**src/hw/rv32i_defines.svh**
```systemverilog
`ifndef RV32I_DEFINES_SVH
`define RV32I_DEFINES_SVH

// datapath word and register index widths
`define XLEN        32
`define REG_ADDR_W  5
`define NUM_REGS    32

// first fetch address, then one word per instruction
`define PC_RESET    32'h0000_0000
`define PC_STEP     32'd4

// major opcodes, bits [6:0] of the instruction
`define OP_REG      7'b0110011
`define OP_IMM      7'b0010011
`define OP_LUI      7'b0110111
`define OP_AUIPC    7'b0010111
`define OP_LOAD     7'b0000011
`define OP_STORE    7'b0100011

// funct7 selecting sub / sra / srai
`define FUNCT7_ALT  7'b0100000

`endif
```
**src/hw/rv32i_pkg.sv**
```systemverilog
`include "rv32i_defines.svh"

package rv32i_pkg;

    // data and address word
    typedef logic [`XLEN-1:0] rv32i_word;
    // register index
    typedef logic [`REG_ADDR_W-1:0] reg_addr_t;

    // register-register format
    typedef struct packed {
        logic [6:0] funct7;
        reg_addr_t  rs2;
        reg_addr_t  rs1;
        logic [2:0] funct3;
        reg_addr_t  rd;
        logic [6:0] opcode;
    } r_type_t;

    // immediate, load and shift-immediate format
    typedef struct packed {
        logic [11:0] imm;
        reg_addr_t   rs1;
        logic [2:0]  funct3;
        reg_addr_t   rd;
        logic [6:0]  opcode;
    } i_type_t;

    // store format, immediate split around rs2/rs1
    typedef struct packed {
        logic [6:0] imm_hi;
        reg_addr_t  rs2;
        reg_addr_t  rs1;
        logic [2:0] funct3;
        logic [4:0] imm_lo;
        logic [6:0] opcode;
    } s_type_t;

    // lui / auipc format
    typedef struct packed {
        logic [19:0] imm;
        reg_addr_t   rd;
        logic [6:0]  opcode;
    } u_type_t;

    // one instruction word, four views
    typedef union packed {
        r_type_t r;
        i_type_t i;
        s_type_t s;
        u_type_t u;
    } rv32i_instr_t;

    typedef enum logic [3:0] {
        ALU_ADD  = 4'd0,
        ALU_SUB  = 4'd1,
        ALU_SLL  = 4'd2,
        ALU_SLT  = 4'd3,
        ALU_SLTU = 4'd4,
        ALU_XOR  = 4'd5,
        ALU_SRL  = 4'd6,
        ALU_SRA  = 4'd7,
        ALU_OR   = 4'd8,
        ALU_AND  = 4'd9
    } alu_op_e;

    typedef enum logic {A_RS1 = 1'b0, A_PC = 1'b1} alu_a_sel_e;
    typedef enum logic {B_RS2 = 1'b0, B_IMM = 1'b1} alu_b_sel_e;
    typedef enum logic {WB_ALU = 1'b0, WB_LOAD = 1'b1} wb_sel_e;

    // all zero is a no-op
    typedef struct packed {
        alu_op_e    alu_op;
        alu_a_sel_e alu_a_sel;
        alu_b_sel_e alu_b_sel;
        logic       mem_read;
        logic       mem_write;
        logic       reg_write;
        wb_sel_e    wb_sel;
    } ctrl_word_t;

    typedef struct packed {
        rv32i_word    pc;
        rv32i_instr_t instr;
    } if_id_t;

    typedef struct packed {
        ctrl_word_t ctrl;
        rv32i_word  pc;
        rv32i_word  rs1_val;
        rv32i_word  rs2_val;
        rv32i_word  imm;
        reg_addr_t  rd;
    } id_ex_t;

    typedef struct packed {
        ctrl_word_t ctrl;
        rv32i_word  alu_out;
        rv32i_word  rs2_val;
        reg_addr_t  rd;
    } ex_mem_t;

    typedef struct packed {
        logic      reg_write;
        wb_sel_e   wb_sel;
        rv32i_word alu_out;
        rv32i_word load_data;
        reg_addr_t rd;
    } mem_wb_t;

endpackage

```
**src/hw/datapath.sv**
```systemverilog
`timescale 1ns/1ps

module datapath (
    input  logic                 clk_i,
    input  logic                 rst_i,
    input  rv32i_pkg::rv32i_word instr_mem_rdata_i,
    input  rv32i_pkg::rv32i_word data_mem_rdata_i,
    output rv32i_pkg::rv32i_word instr_mem_address_o,
    output rv32i_pkg::rv32i_word data_mem_address_o,
    output rv32i_pkg::rv32i_word data_mem_wdata_o,
    output logic                 data_read_o,
    output logic                 data_write_o
);

    // stage records, each driven by the stage before
    rv32i_pkg::if_id_t    if_id;
    rv32i_pkg::id_ex_t    id_ex;
    rv32i_pkg::ex_mem_t   ex_mem;
    rv32i_pkg::mem_wb_t   mem_wb;

    // writeback into the register file
    logic                 wb_we;
    rv32i_pkg::reg_addr_t wb_rd;
    rv32i_pkg::rv32i_word wb_data;

    fetch_stage u_fetch (
        .clk_i               (clk_i),
        .rst_i               (rst_i),
        .instr_mem_rdata_i   (instr_mem_rdata_i),
        .instr_mem_address_o (instr_mem_address_o),
        .if_id_o             (if_id)
    );

    decode_stage u_decode (
        .clk_i     (clk_i),
        .rst_i     (rst_i),
        .if_id_i   (if_id),
        .wb_we_i   (wb_we),
        .wb_rd_i   (wb_rd),
        .wb_data_i (wb_data),
        .id_ex_o   (id_ex)
    );

    execute_stage u_execute (
        .clk_i    (clk_i),
        .rst_i    (rst_i),
        .id_ex_i  (id_ex),
        .ex_mem_o (ex_mem)
    );

    memory_stage u_memory (
        .clk_i              (clk_i),
        .rst_i              (rst_i),
        .ex_mem_i           (ex_mem),
        .data_mem_rdata_i   (data_mem_rdata_i),
        .data_mem_address_o (data_mem_address_o),
        .data_mem_wdata_o   (data_mem_wdata_o),
        .data_read_o        (data_read_o),
        .data_write_o       (data_write_o),
        .mem_wb_o           (mem_wb)
    );

    // wb stage: load data or alu result
    assign wb_we   = mem_wb.reg_write;
    assign wb_rd   = mem_wb.rd;
    assign wb_data = (mem_wb.wb_sel == rv32i_pkg::WB_LOAD) ? mem_wb.load_data : mem_wb.alu_out;

endmodule

```
**src/hw/memory_stage.sv**
```systemverilog
`timescale 1ns/1ps

module memory_stage (
    input  logic                 clk_i,
    input  logic                 rst_i,
    input  rv32i_pkg::ex_mem_t   ex_mem_i,
    input  rv32i_pkg::rv32i_word data_mem_rdata_i,
    output rv32i_pkg::rv32i_word data_mem_address_o,
    output rv32i_pkg::rv32i_word data_mem_wdata_o,
    output logic                 data_read_o,
    output logic                 data_write_o,
    output rv32i_pkg::mem_wb_t   mem_wb_o
);

    // dmem ports straight off the ex/mem record
    // alu result is the word address for lw / sw
    assign data_mem_address_o = ex_mem_i.alu_out;
    assign data_mem_wdata_o   = ex_mem_i.rs2_val;
    assign data_read_o        = ex_mem_i.ctrl.mem_read;
    assign data_write_o       = ex_mem_i.ctrl.mem_write;

    // memory/writeback register
    // load data sampled same cycle, dmem reads are combinational
    always_ff @(posedge clk_i) begin
        if (rst_i) begin
            mem_wb_o <= '0;
        end else begin
            mem_wb_o.reg_write <= ex_mem_i.ctrl.reg_write;
            mem_wb_o.wb_sel    <= ex_mem_i.ctrl.wb_sel;
            mem_wb_o.alu_out   <= ex_mem_i.alu_out;
            mem_wb_o.load_data <= data_mem_rdata_i;
            mem_wb_o.rd        <= ex_mem_i.rd;
        end
    end

endmodule

```
**src/hw/execute_stage.sv**
```systemverilog
`timescale 1ns/1ps
`include "rv32i_defines.svh"

module execute_stage (
    input  logic               clk_i,
    input  logic               rst_i,
    input  rv32i_pkg::id_ex_t  id_ex_i,
    output rv32i_pkg::ex_mem_t ex_mem_o
);

    rv32i_pkg::rv32i_word op_a;
    rv32i_pkg::rv32i_word op_b;
    rv32i_pkg::rv32i_word alu_out;
    logic [4:0]           shamt;

    // operand muxes
    assign op_a = (id_ex_i.ctrl.alu_a_sel == rv32i_pkg::A_PC) ? id_ex_i.pc : id_ex_i.rs1_val;
    assign op_b = (id_ex_i.ctrl.alu_b_sel == rv32i_pkg::B_IMM) ? id_ex_i.imm : id_ex_i.rs2_val;

    // shift amount from low five bits only
    assign shamt = op_b[4:0];

    always_comb begin
        case (id_ex_i.ctrl.alu_op)
            rv32i_pkg::ALU_ADD:  alu_out = op_a + op_b;
            rv32i_pkg::ALU_SUB:  alu_out = op_a - op_b;
            rv32i_pkg::ALU_SLL:  alu_out = op_a << shamt;
            rv32i_pkg::ALU_SRL:  alu_out = op_a >> shamt;
            // arithmetic shift keeps the sign
            rv32i_pkg::ALU_SRA:  alu_out = rv32i_pkg::rv32i_word'($signed(op_a) >>> shamt);
            // compares give 1 or 0
            rv32i_pkg::ALU_SLT:  alu_out = {{(`XLEN-1){1'b0}}, $signed(op_a) < $signed(op_b)};
            rv32i_pkg::ALU_SLTU: alu_out = {{(`XLEN-1){1'b0}}, op_a < op_b};
            rv32i_pkg::ALU_XOR:  alu_out = op_a ^ op_b;
            rv32i_pkg::ALU_OR:   alu_out = op_a | op_b;
            rv32i_pkg::ALU_AND:  alu_out = op_a & op_b;
            default:             alu_out = op_a + op_b;
        endcase
    end

    // execute/memory register
    // rs2 goes on as store data
    always_ff @(posedge clk_i) begin
        if (rst_i) begin
            ex_mem_o <= '0;
        end else begin
            ex_mem_o.ctrl    <= id_ex_i.ctrl;
            ex_mem_o.alu_out <= alu_out;
            ex_mem_o.rs2_val <= id_ex_i.rs2_val;
            ex_mem_o.rd      <= id_ex_i.rd;
        end
    end

endmodule

```
**src/hw/decode_stage.sv**
```systemverilog
`timescale 1ns/1ps
`include "rv32i_defines.svh"

module decode_stage (
    input  logic                 clk_i,
    input  logic                 rst_i,
    input  rv32i_pkg::if_id_t    if_id_i,
    input  logic                 wb_we_i,
    input  rv32i_pkg::reg_addr_t wb_rd_i,
    input  rv32i_pkg::rv32i_word wb_data_i,
    output rv32i_pkg::id_ex_t    id_ex_o
);

    rv32i_pkg::rv32i_instr_t instr;
    rv32i_pkg::ctrl_word_t   ctrl;
    rv32i_pkg::rv32i_word    imm;
    rv32i_pkg::rv32i_word    rs1_val;
    rv32i_pkg::rv32i_word    rs2_val;
    rv32i_pkg::reg_addr_t    rs1_addr;
    logic                    alt;

    // funct3 to alu op, alt picks sub / sra
    function automatic rv32i_pkg::alu_op_e alu_op_of(input logic [2:0] funct3,
                                                     input logic alt_f);
        rv32i_pkg::alu_op_e op;
        case (funct3)
            3'b000: op = alt_f ? rv32i_pkg::ALU_SUB : rv32i_pkg::ALU_ADD;
            3'b001: op = rv32i_pkg::ALU_SLL;
            3'b010: op = rv32i_pkg::ALU_SLT;
            3'b011: op = rv32i_pkg::ALU_SLTU;
            3'b100: op = rv32i_pkg::ALU_XOR;
            3'b101: op = alt_f ? rv32i_pkg::ALU_SRA : rv32i_pkg::ALU_SRL;
            3'b110: op = rv32i_pkg::ALU_OR;
            default: op = rv32i_pkg::ALU_AND;
        endcase
        return op;
    endfunction

    assign instr = if_id_i.instr;
    assign alt   = (instr.r.funct7 == `FUNCT7_ALT);

    // lui reads x0, its rs1 bits belong to the immediate
    assign rs1_addr = (instr.r.opcode == `OP_LUI) ? '0 : instr.r.rs1;

    always_comb begin
        // unknown opcode leaves everything inactive
        ctrl = '0;
        imm  = '0;
        case (instr.r.opcode)
            `OP_REG: begin
                ctrl.alu_op    = alu_op_of(instr.r.funct3, alt);
                ctrl.reg_write = 1'b1;
            end
            `OP_IMM: begin
                // only srai uses the alt bit, addi never becomes sub
                ctrl.alu_op    = alu_op_of(instr.i.funct3, alt && (instr.i.funct3 == 3'b101));
                ctrl.alu_b_sel = rv32i_pkg::B_IMM;
                ctrl.reg_write = 1'b1;
                imm            = {{20{instr.i.imm[11]}}, instr.i.imm};
            end
            `OP_LUI, `OP_AUIPC: begin
                // auipc adds to pc, lui to x0
                if (instr.u.opcode == `OP_AUIPC) begin
                    ctrl.alu_a_sel = rv32i_pkg::A_PC;
                end
                ctrl.alu_b_sel = rv32i_pkg::B_IMM;
                ctrl.reg_write = 1'b1;
                imm            = {instr.u.imm, 12'b0};
            end
            `OP_LOAD: begin
                // address = rs1 + i imm
                ctrl.alu_b_sel = rv32i_pkg::B_IMM;
                ctrl.mem_read  = 1'b1;
                ctrl.reg_write = 1'b1;
                ctrl.wb_sel    = rv32i_pkg::WB_LOAD;
                imm            = {{20{instr.i.imm[11]}}, instr.i.imm};
            end
            `OP_STORE: begin
                ctrl.alu_b_sel = rv32i_pkg::B_IMM;
                ctrl.mem_write = 1'b1;
                imm            = {{20{instr.s.imm_hi[6]}}, instr.s.imm_hi, instr.s.imm_lo};
            end
            default: begin
                ctrl = '0;
            end
        endcase
    end

    regfile u_regfile (
        .clk_i    (clk_i),
        .rst_i    (rst_i),
        .we_i     (wb_we_i),
        .waddr_i  (wb_rd_i),
        .wdata_i  (wb_data_i),
        .raddr1_i (rs1_addr),
        .raddr2_i (instr.r.rs2),
        .rdata1_o (rs1_val),
        .rdata2_o (rs2_val)
    );

    // decode/execute register
    always_ff @(posedge clk_i) begin
        if (rst_i) begin
            id_ex_o <= '0;
        end else begin
            id_ex_o.ctrl    <= ctrl;
            id_ex_o.pc      <= if_id_i.pc;
            id_ex_o.rs1_val <= rs1_val;
            id_ex_o.rs2_val <= rs2_val;
            id_ex_o.imm     <= imm;
            id_ex_o.rd      <= instr.r.rd;
        end
    end

endmodule

```
**src/hw/fetch_stage.sv**
```systemverilog
`timescale 1ns/1ps
`include "rv32i_defines.svh"

module fetch_stage (
    input  logic                 clk_i,
    input  logic                 rst_i,
    input  rv32i_pkg::rv32i_word instr_mem_rdata_i,
    output rv32i_pkg::rv32i_word instr_mem_address_o,
    output rv32i_pkg::if_id_t    if_id_o
);

    rv32i_pkg::rv32i_word pc_q;

    // no branches, so the pc only steps forward
    always_ff @(posedge clk_i) begin
        if (rst_i) begin
            pc_q <= `PC_RESET;
        end else begin
            pc_q <= pc_q + `PC_STEP;
        end
    end

    // imem answers combinationally on the current pc
    assign instr_mem_address_o = pc_q;

    // fetch/decode register
    // zero instr on reset decodes as a no-op
    always_ff @(posedge clk_i) begin
        if (rst_i) begin
            if_id_o <= '0;
        end else begin
            if_id_o.pc    <= pc_q;
            if_id_o.instr <= instr_mem_rdata_i;
        end
    end

endmodule

```
**src/hw/regfile.sv**
```systemverilog
`timescale 1ns/1ps
`include "rv32i_defines.svh"

module regfile (
    input  logic                 clk_i,
    input  logic                 rst_i,
    input  logic                 we_i,
    input  rv32i_pkg::reg_addr_t waddr_i,
    input  rv32i_pkg::rv32i_word wdata_i,
    input  rv32i_pkg::reg_addr_t raddr1_i,
    input  rv32i_pkg::reg_addr_t raddr2_i,
    output rv32i_pkg::rv32i_word rdata1_o,
    output rv32i_pkg::rv32i_word rdata2_o
);

    rv32i_pkg::rv32i_word regs [`NUM_REGS];
    logic                 wr_live;

    // x0 never takes a write
    assign wr_live = we_i && (waddr_i != '0);

    // read port with write-through from writeback
    function automatic rv32i_pkg::rv32i_word read_port(input rv32i_pkg::reg_addr_t raddr);
        if (wr_live && (waddr_i == raddr)) begin
            return wdata_i;
        end
        return regs[raddr];
    endfunction

    always_ff @(posedge clk_i) begin
        if (rst_i) begin
            for (int i = 0; i < `NUM_REGS; i++) begin
                regs[i] <= '0;
            end
        end else if (wr_live) begin
            regs[waddr_i] <= wdata_i;
        end
    end

    // re-evaluated on any change of the array or the write port
    always_comb begin
        rdata1_o = read_port(raddr1_i);
        rdata2_o = read_port(raddr2_i);
    end

endmodule

```
**config.mk**
```make
export PLATFORM = sky130hd
export DESIGN_NAME = datapath
export DESIGN_NICKNAME = d
export VERILOG_FILES = /design/src/hw/rv32i_pkg.sv /design/src/hw/datapath.sv /design/src/hw/memory_stage.sv /design/src/hw/execute_stage.sv /design/src/hw/decode_stage.sv /design/src/hw/fetch_stage.sv /design/src/hw/regfile.sv
export VERILOG_INCLUDE_DIRS = /design/src /design/src/hw
export SDC_FILE = /design/constraint.sdc
export NUM_CORES = 2
export LEC_CHECK = 0
export ABC_CLOCK_PERIOD_IN_PS = 11590
export BUFFER_PORTS_ARGS = -buffer_cell sky130_fd_sc_hd__buf_2
export CORE_AREA = 2 2 454 456
export DETAILED_ROUTE_END_ITERATION = 12
export DIE_AREA = 0 0 456 458
export GPL_TIMING_DRIVEN = 0
export SLEW_MARGIN = 10
export SYNTH_ARGS = -nofsm -noshare
export SYNTH_HDL_FRONTEND = slang
export SYNTH_SLANG_ARGS = --single-unit
```
**constraint.sdc**
```tcl
create_clock -name clk_i -period 11.59 [get_ports clk_i]
set_input_delay 0 -clock clk_i [delete_from_list [all_inputs] [get_ports clk_i]]
set_output_delay 0 -clock clk_i [all_outputs]
set_load 0.05 [all_outputs]
```
==> impl_metrics.env <==
export IMPL_critPathMaxFanout=11
export IMPL_remaining_drc_errors=0
export IMPL_pin_count=164
export IMPL_dp_hpwl_um=288000
export IMPL_cts_buffer_depth=3
export IMPL_cts_repair_resized=0
export IMPL_yosysSeqAreaShare=0.523
export IMPL_max_slew_margin_rel=-0.00312
export IMPL_crit_path_top_delay_cell="a41oi_1"
export IMPL_path_cells="buf_4, mux2i_1, clkbuf_1, buf_1, clkbuf_1, ha_1, clkbuf_1, o311ai_0, a21boi_1, o31ai_1, nor4_1, xnor2_1, nand2_1, a41oi_1"
export IMPL_yosysTopAreaCell="edfxtp_1"
export IMPL_crit_type="reg2reg"
export IMPL_synth_warnings=0
export IMPL_die_x_um=456
export IMPL_netlist_top_cells_area="edfxtp_1 42%, dfxtp_1 10%, mux4_2 9.9%, nor2_1 6.4%, nand2_1 4.3%"
export IMPL_startpoint="u_decode.id_ex_o[137]$_SDFF_PP0_"
export IMPL_synthCells=6859
export IMPL_grt_use_total=0.355
export IMPL_dpl_cell_area_um2=78600
export IMPL_cp_start_kind="flop"
export IMPL_clk_latency_ps=860
export IMPL_yosysUniqueCellTypes=92
export IMPL_wl_um=381000
export IMPL_hold_path_startpoint="data_mem_rdata_i[24]"
export IMPL_ys_ff_latch=1399
export IMPL_area_growth_syn_to_layout_pct=15.8
export IMPL_synthArstFlopShare=0
export IMPL_rsz0062_at_grt="false"
export IMPL_p_leak_uw=0.0293
export IMPL_ys_flop_type="edfxtp_1"
export IMPL_whs_ps=-9.79
export IMPL_drive_above_1_share=0.150
export IMPL_tightest_slew_ps=1500
export IMPL_ir_drop_mv=0.176
export IMPL_cp_top_family="compound AO/OA/AOI/OAI gates"
export IMPL_crit_buf_inv=5
export IMPL_cts_root_buf="clkbuf_16"
export IMPL_max_stage_delay_ps=860
export IMPL_grt_pass1_wl_um=510000
export IMPL_drt_initial_drc_count=12400
export IMPL_htree_levels=4
export IMPL_wl_per_cell_um=37.4
export IMPL_power_density_nw_per_um2=156
export IMPL_cp_data_arrival_time_ps=8000
export IMPL_cp_required_ps=12230
export IMPL_first_pass_iters=9
export IMPL_post_route_util=0.416
export IMPL_finalHoldViolations=1
export IMPL_ant_nets=0
export IMPL_overflow=0
export IMPL_mappedNetlistArea_um2=73200
export IMPL_numCtsBuffers=154
export IMPL_fin_crit_ps=7360
export IMPL_drv_slew=10
export IMPL_num_rows=166
export IMPL_place_gp_congestion=1.10
export IMPL_grt_pass1_vias=61400
export IMPL_antenna_found_initial=24
export IMPL_dieArea_um2=209000
export IMPL_worstReg2RegStart="u_decode.id_ex_o[137]$_SDFF_PP0_"
export IMPL_cp_end_kind="flop"
export IMPL_numPortBuffers=160
export IMPL_cts_clk_slew_worst_paths_ps=60
export IMPL_synth_edf_count=1024
export IMPL_violations="negative hold slack, max-capacitance violations, max-slew violations"
export IMPL_cp_common_cell="clkbuf_1"
export IMPL_fmax_mhz=136
export IMPL_start_util=0.359
export IMPL_cts_tree="done"
export IMPL_die_h_um=458
export IMPL_setup_viol=0
export IMPL_clock_skew_ps=61.8
export IMPL_syn_area_per_cell_um2=10.7
export IMPL_final_area_um2=84800
export IMPL_fin_nets=7537
export IMPL_yosysMostFrequentCell="nor2_1"
export IMPL_cap_violations=1
export IMPL_cts_sinks=1399
export IMPL_finalCritPeriodShare=0.635
export IMPL_fin_setup_tns_ps=0
export IMPL_vias_per_cell=6.42
export IMPL_grt_start_max_net_pins=33
export IMPL_netlist_top_cells_count="1254 x nor2_1, 1024 x edfxtp_1, 832 x nand2_1"
export IMPL_core_area_um2=204000
export IMPL_synth_top_area_share=0.420
export IMPL_outcome="finished, violations left"
export IMPL_hp_class="in2reg"
export IMPL_vias=65500
worst paths after layout:
| kind | to | slack (ps) | cells after the start |
|---|---|---|---|
| worst min register to register | u_execute.ex_mem_o[2]$_SDFF_PP0_ | 430 | 1 |
| worst max register to register | u_execute.ex_mem_o[50]$_SDFF_PP0_ | 4230 | 14 |
| worst max-delay path | u_execute.ex_mem_o[50]$_SDFF_PP0_ | 4230 | 14 |
| worst min-delay path | u_memory.mem_wb_o[29]$_SDFF_PP0_ | -10 | 3 |
through the flow:
| step | instances | power [uW] | setup WS [ps] |
|---|---|---|---|
| 6_report | 10200 | 13300 | 4230 |
| 5_1_grt | 10200 | 13500 | 4260 |
| 4_1_cts | 10200 | 13100 | 4670 |
| 3_5_place_dp | 9787 | 8210 | 4730 |
| 3_3_place_gp | 9740 | 8170 | 4570 |
| 2_1_floorplan | 6892 | 7100 | 7690 |
cells in the final DEF, fill, tap and decap left out, types with 26 or more instances in the layout:
| master | count |
|---|---|
| mux2_2 | 51 |
| a31oi_1 | 90 |
| a21o_1 | 33 |
| o22ai_1 | 159 |
| nor2b_1 | 226 |
| nand2_1 | 801 |
| xnor2_1 | 33 |
| o21ai_1 | 36 |
| clkinv_2 | 26 |
| nor2_1 | 1253 |
| dfxtp_1 | 375 |
| a211oi_1 | 116 |
| buf_2 | 276 |
| and2_1 | 79 |
| edfxtp_1 | 1024 |
| clkbuf_1 | 502 |
| nand2_2 | 31 |
| mux2i_1 | 168 |
| o211ai_1 | 26 |
| o21ai_0 | 92 |
| nand3_1 | 170 |
| buf_12 | 29 |
| nor3_1 | 47 |
| buf_4 | 80 |
| inv_1 | 91 |
| ha_1 | 98 |
| dlygate4sd3_1 | 115 |
| mux4_2 | 321 |
| a311oi_1 | 197 |
| a21oi_1 | 262 |
| clkinv_1 | 28 |
| a22oi_1 | 41 |
| clkbuf_16 | 154 |
| conb_1 | 34 |
| buf_1 | 26 |
layout make-up:
type,count,area [um2]
Antenna cell,17,42.5
Buffer,712,3200
Clock buffer,192,4040
Clock inverter,87,962
Fill cell,19600,119000
Inverter,97,364
Multi-Input combinational cell,4684,31800
Sequential cell,1399,38300
Tap cell,2688,3360
Timing Repair Buffer,323,2790
power by group:
group	switching [uW]	internal, uW
sequential	153	5560
combinational	1820	746
clock	2240	2740
tightest hold or removal path, delay by kind of cell:
kind / cells / cell delay, ps
buffers and inverters: 2 / 670
and+or+nand+nor: 1 / 120
cells by family (layout without fill, tap and decap cells):
kind of cell	count (synthesis)	after routing	share of synthesized area
AOI/OAI and AO/OA	1201	1201	0.112
xor gates and xnor gates	55	55	0.00658
adders and majority gates	100	100	0.0173
DFF	1399	1399	0.523
muxes	566	566	0.134
buffers and inverters	809	1411	0.0484
other	1	51	0.0000512
and+or+nand+nor	2728	2728	0.159
flip-flops by register name, indices dropped and copies added (netlist names):
signal and count:
u_fetch.instr_mem_address_o 30, u_fetch.if_id_o 62, u_decode.u_regfile.regs 1024, u_decode.id_ex_o 140, u_memory.mem_wb_o 71, u_execute.ex_mem_o 72
repair_timing:
item,in CTS,in global routing
buffers inserted,0,0
hold buffers,115,0
hold endpoints to repair,64,0
routing by layer:
layer	track usage	wire length, um	vias up
li1	-	-	25900
met1	0.465	142000	32500
met2	0.487	151000	5831
met3	0.111	51800	1242
met4	0.268	35900	16
met5	0	262	-
(Power assumes the default switching activity.)
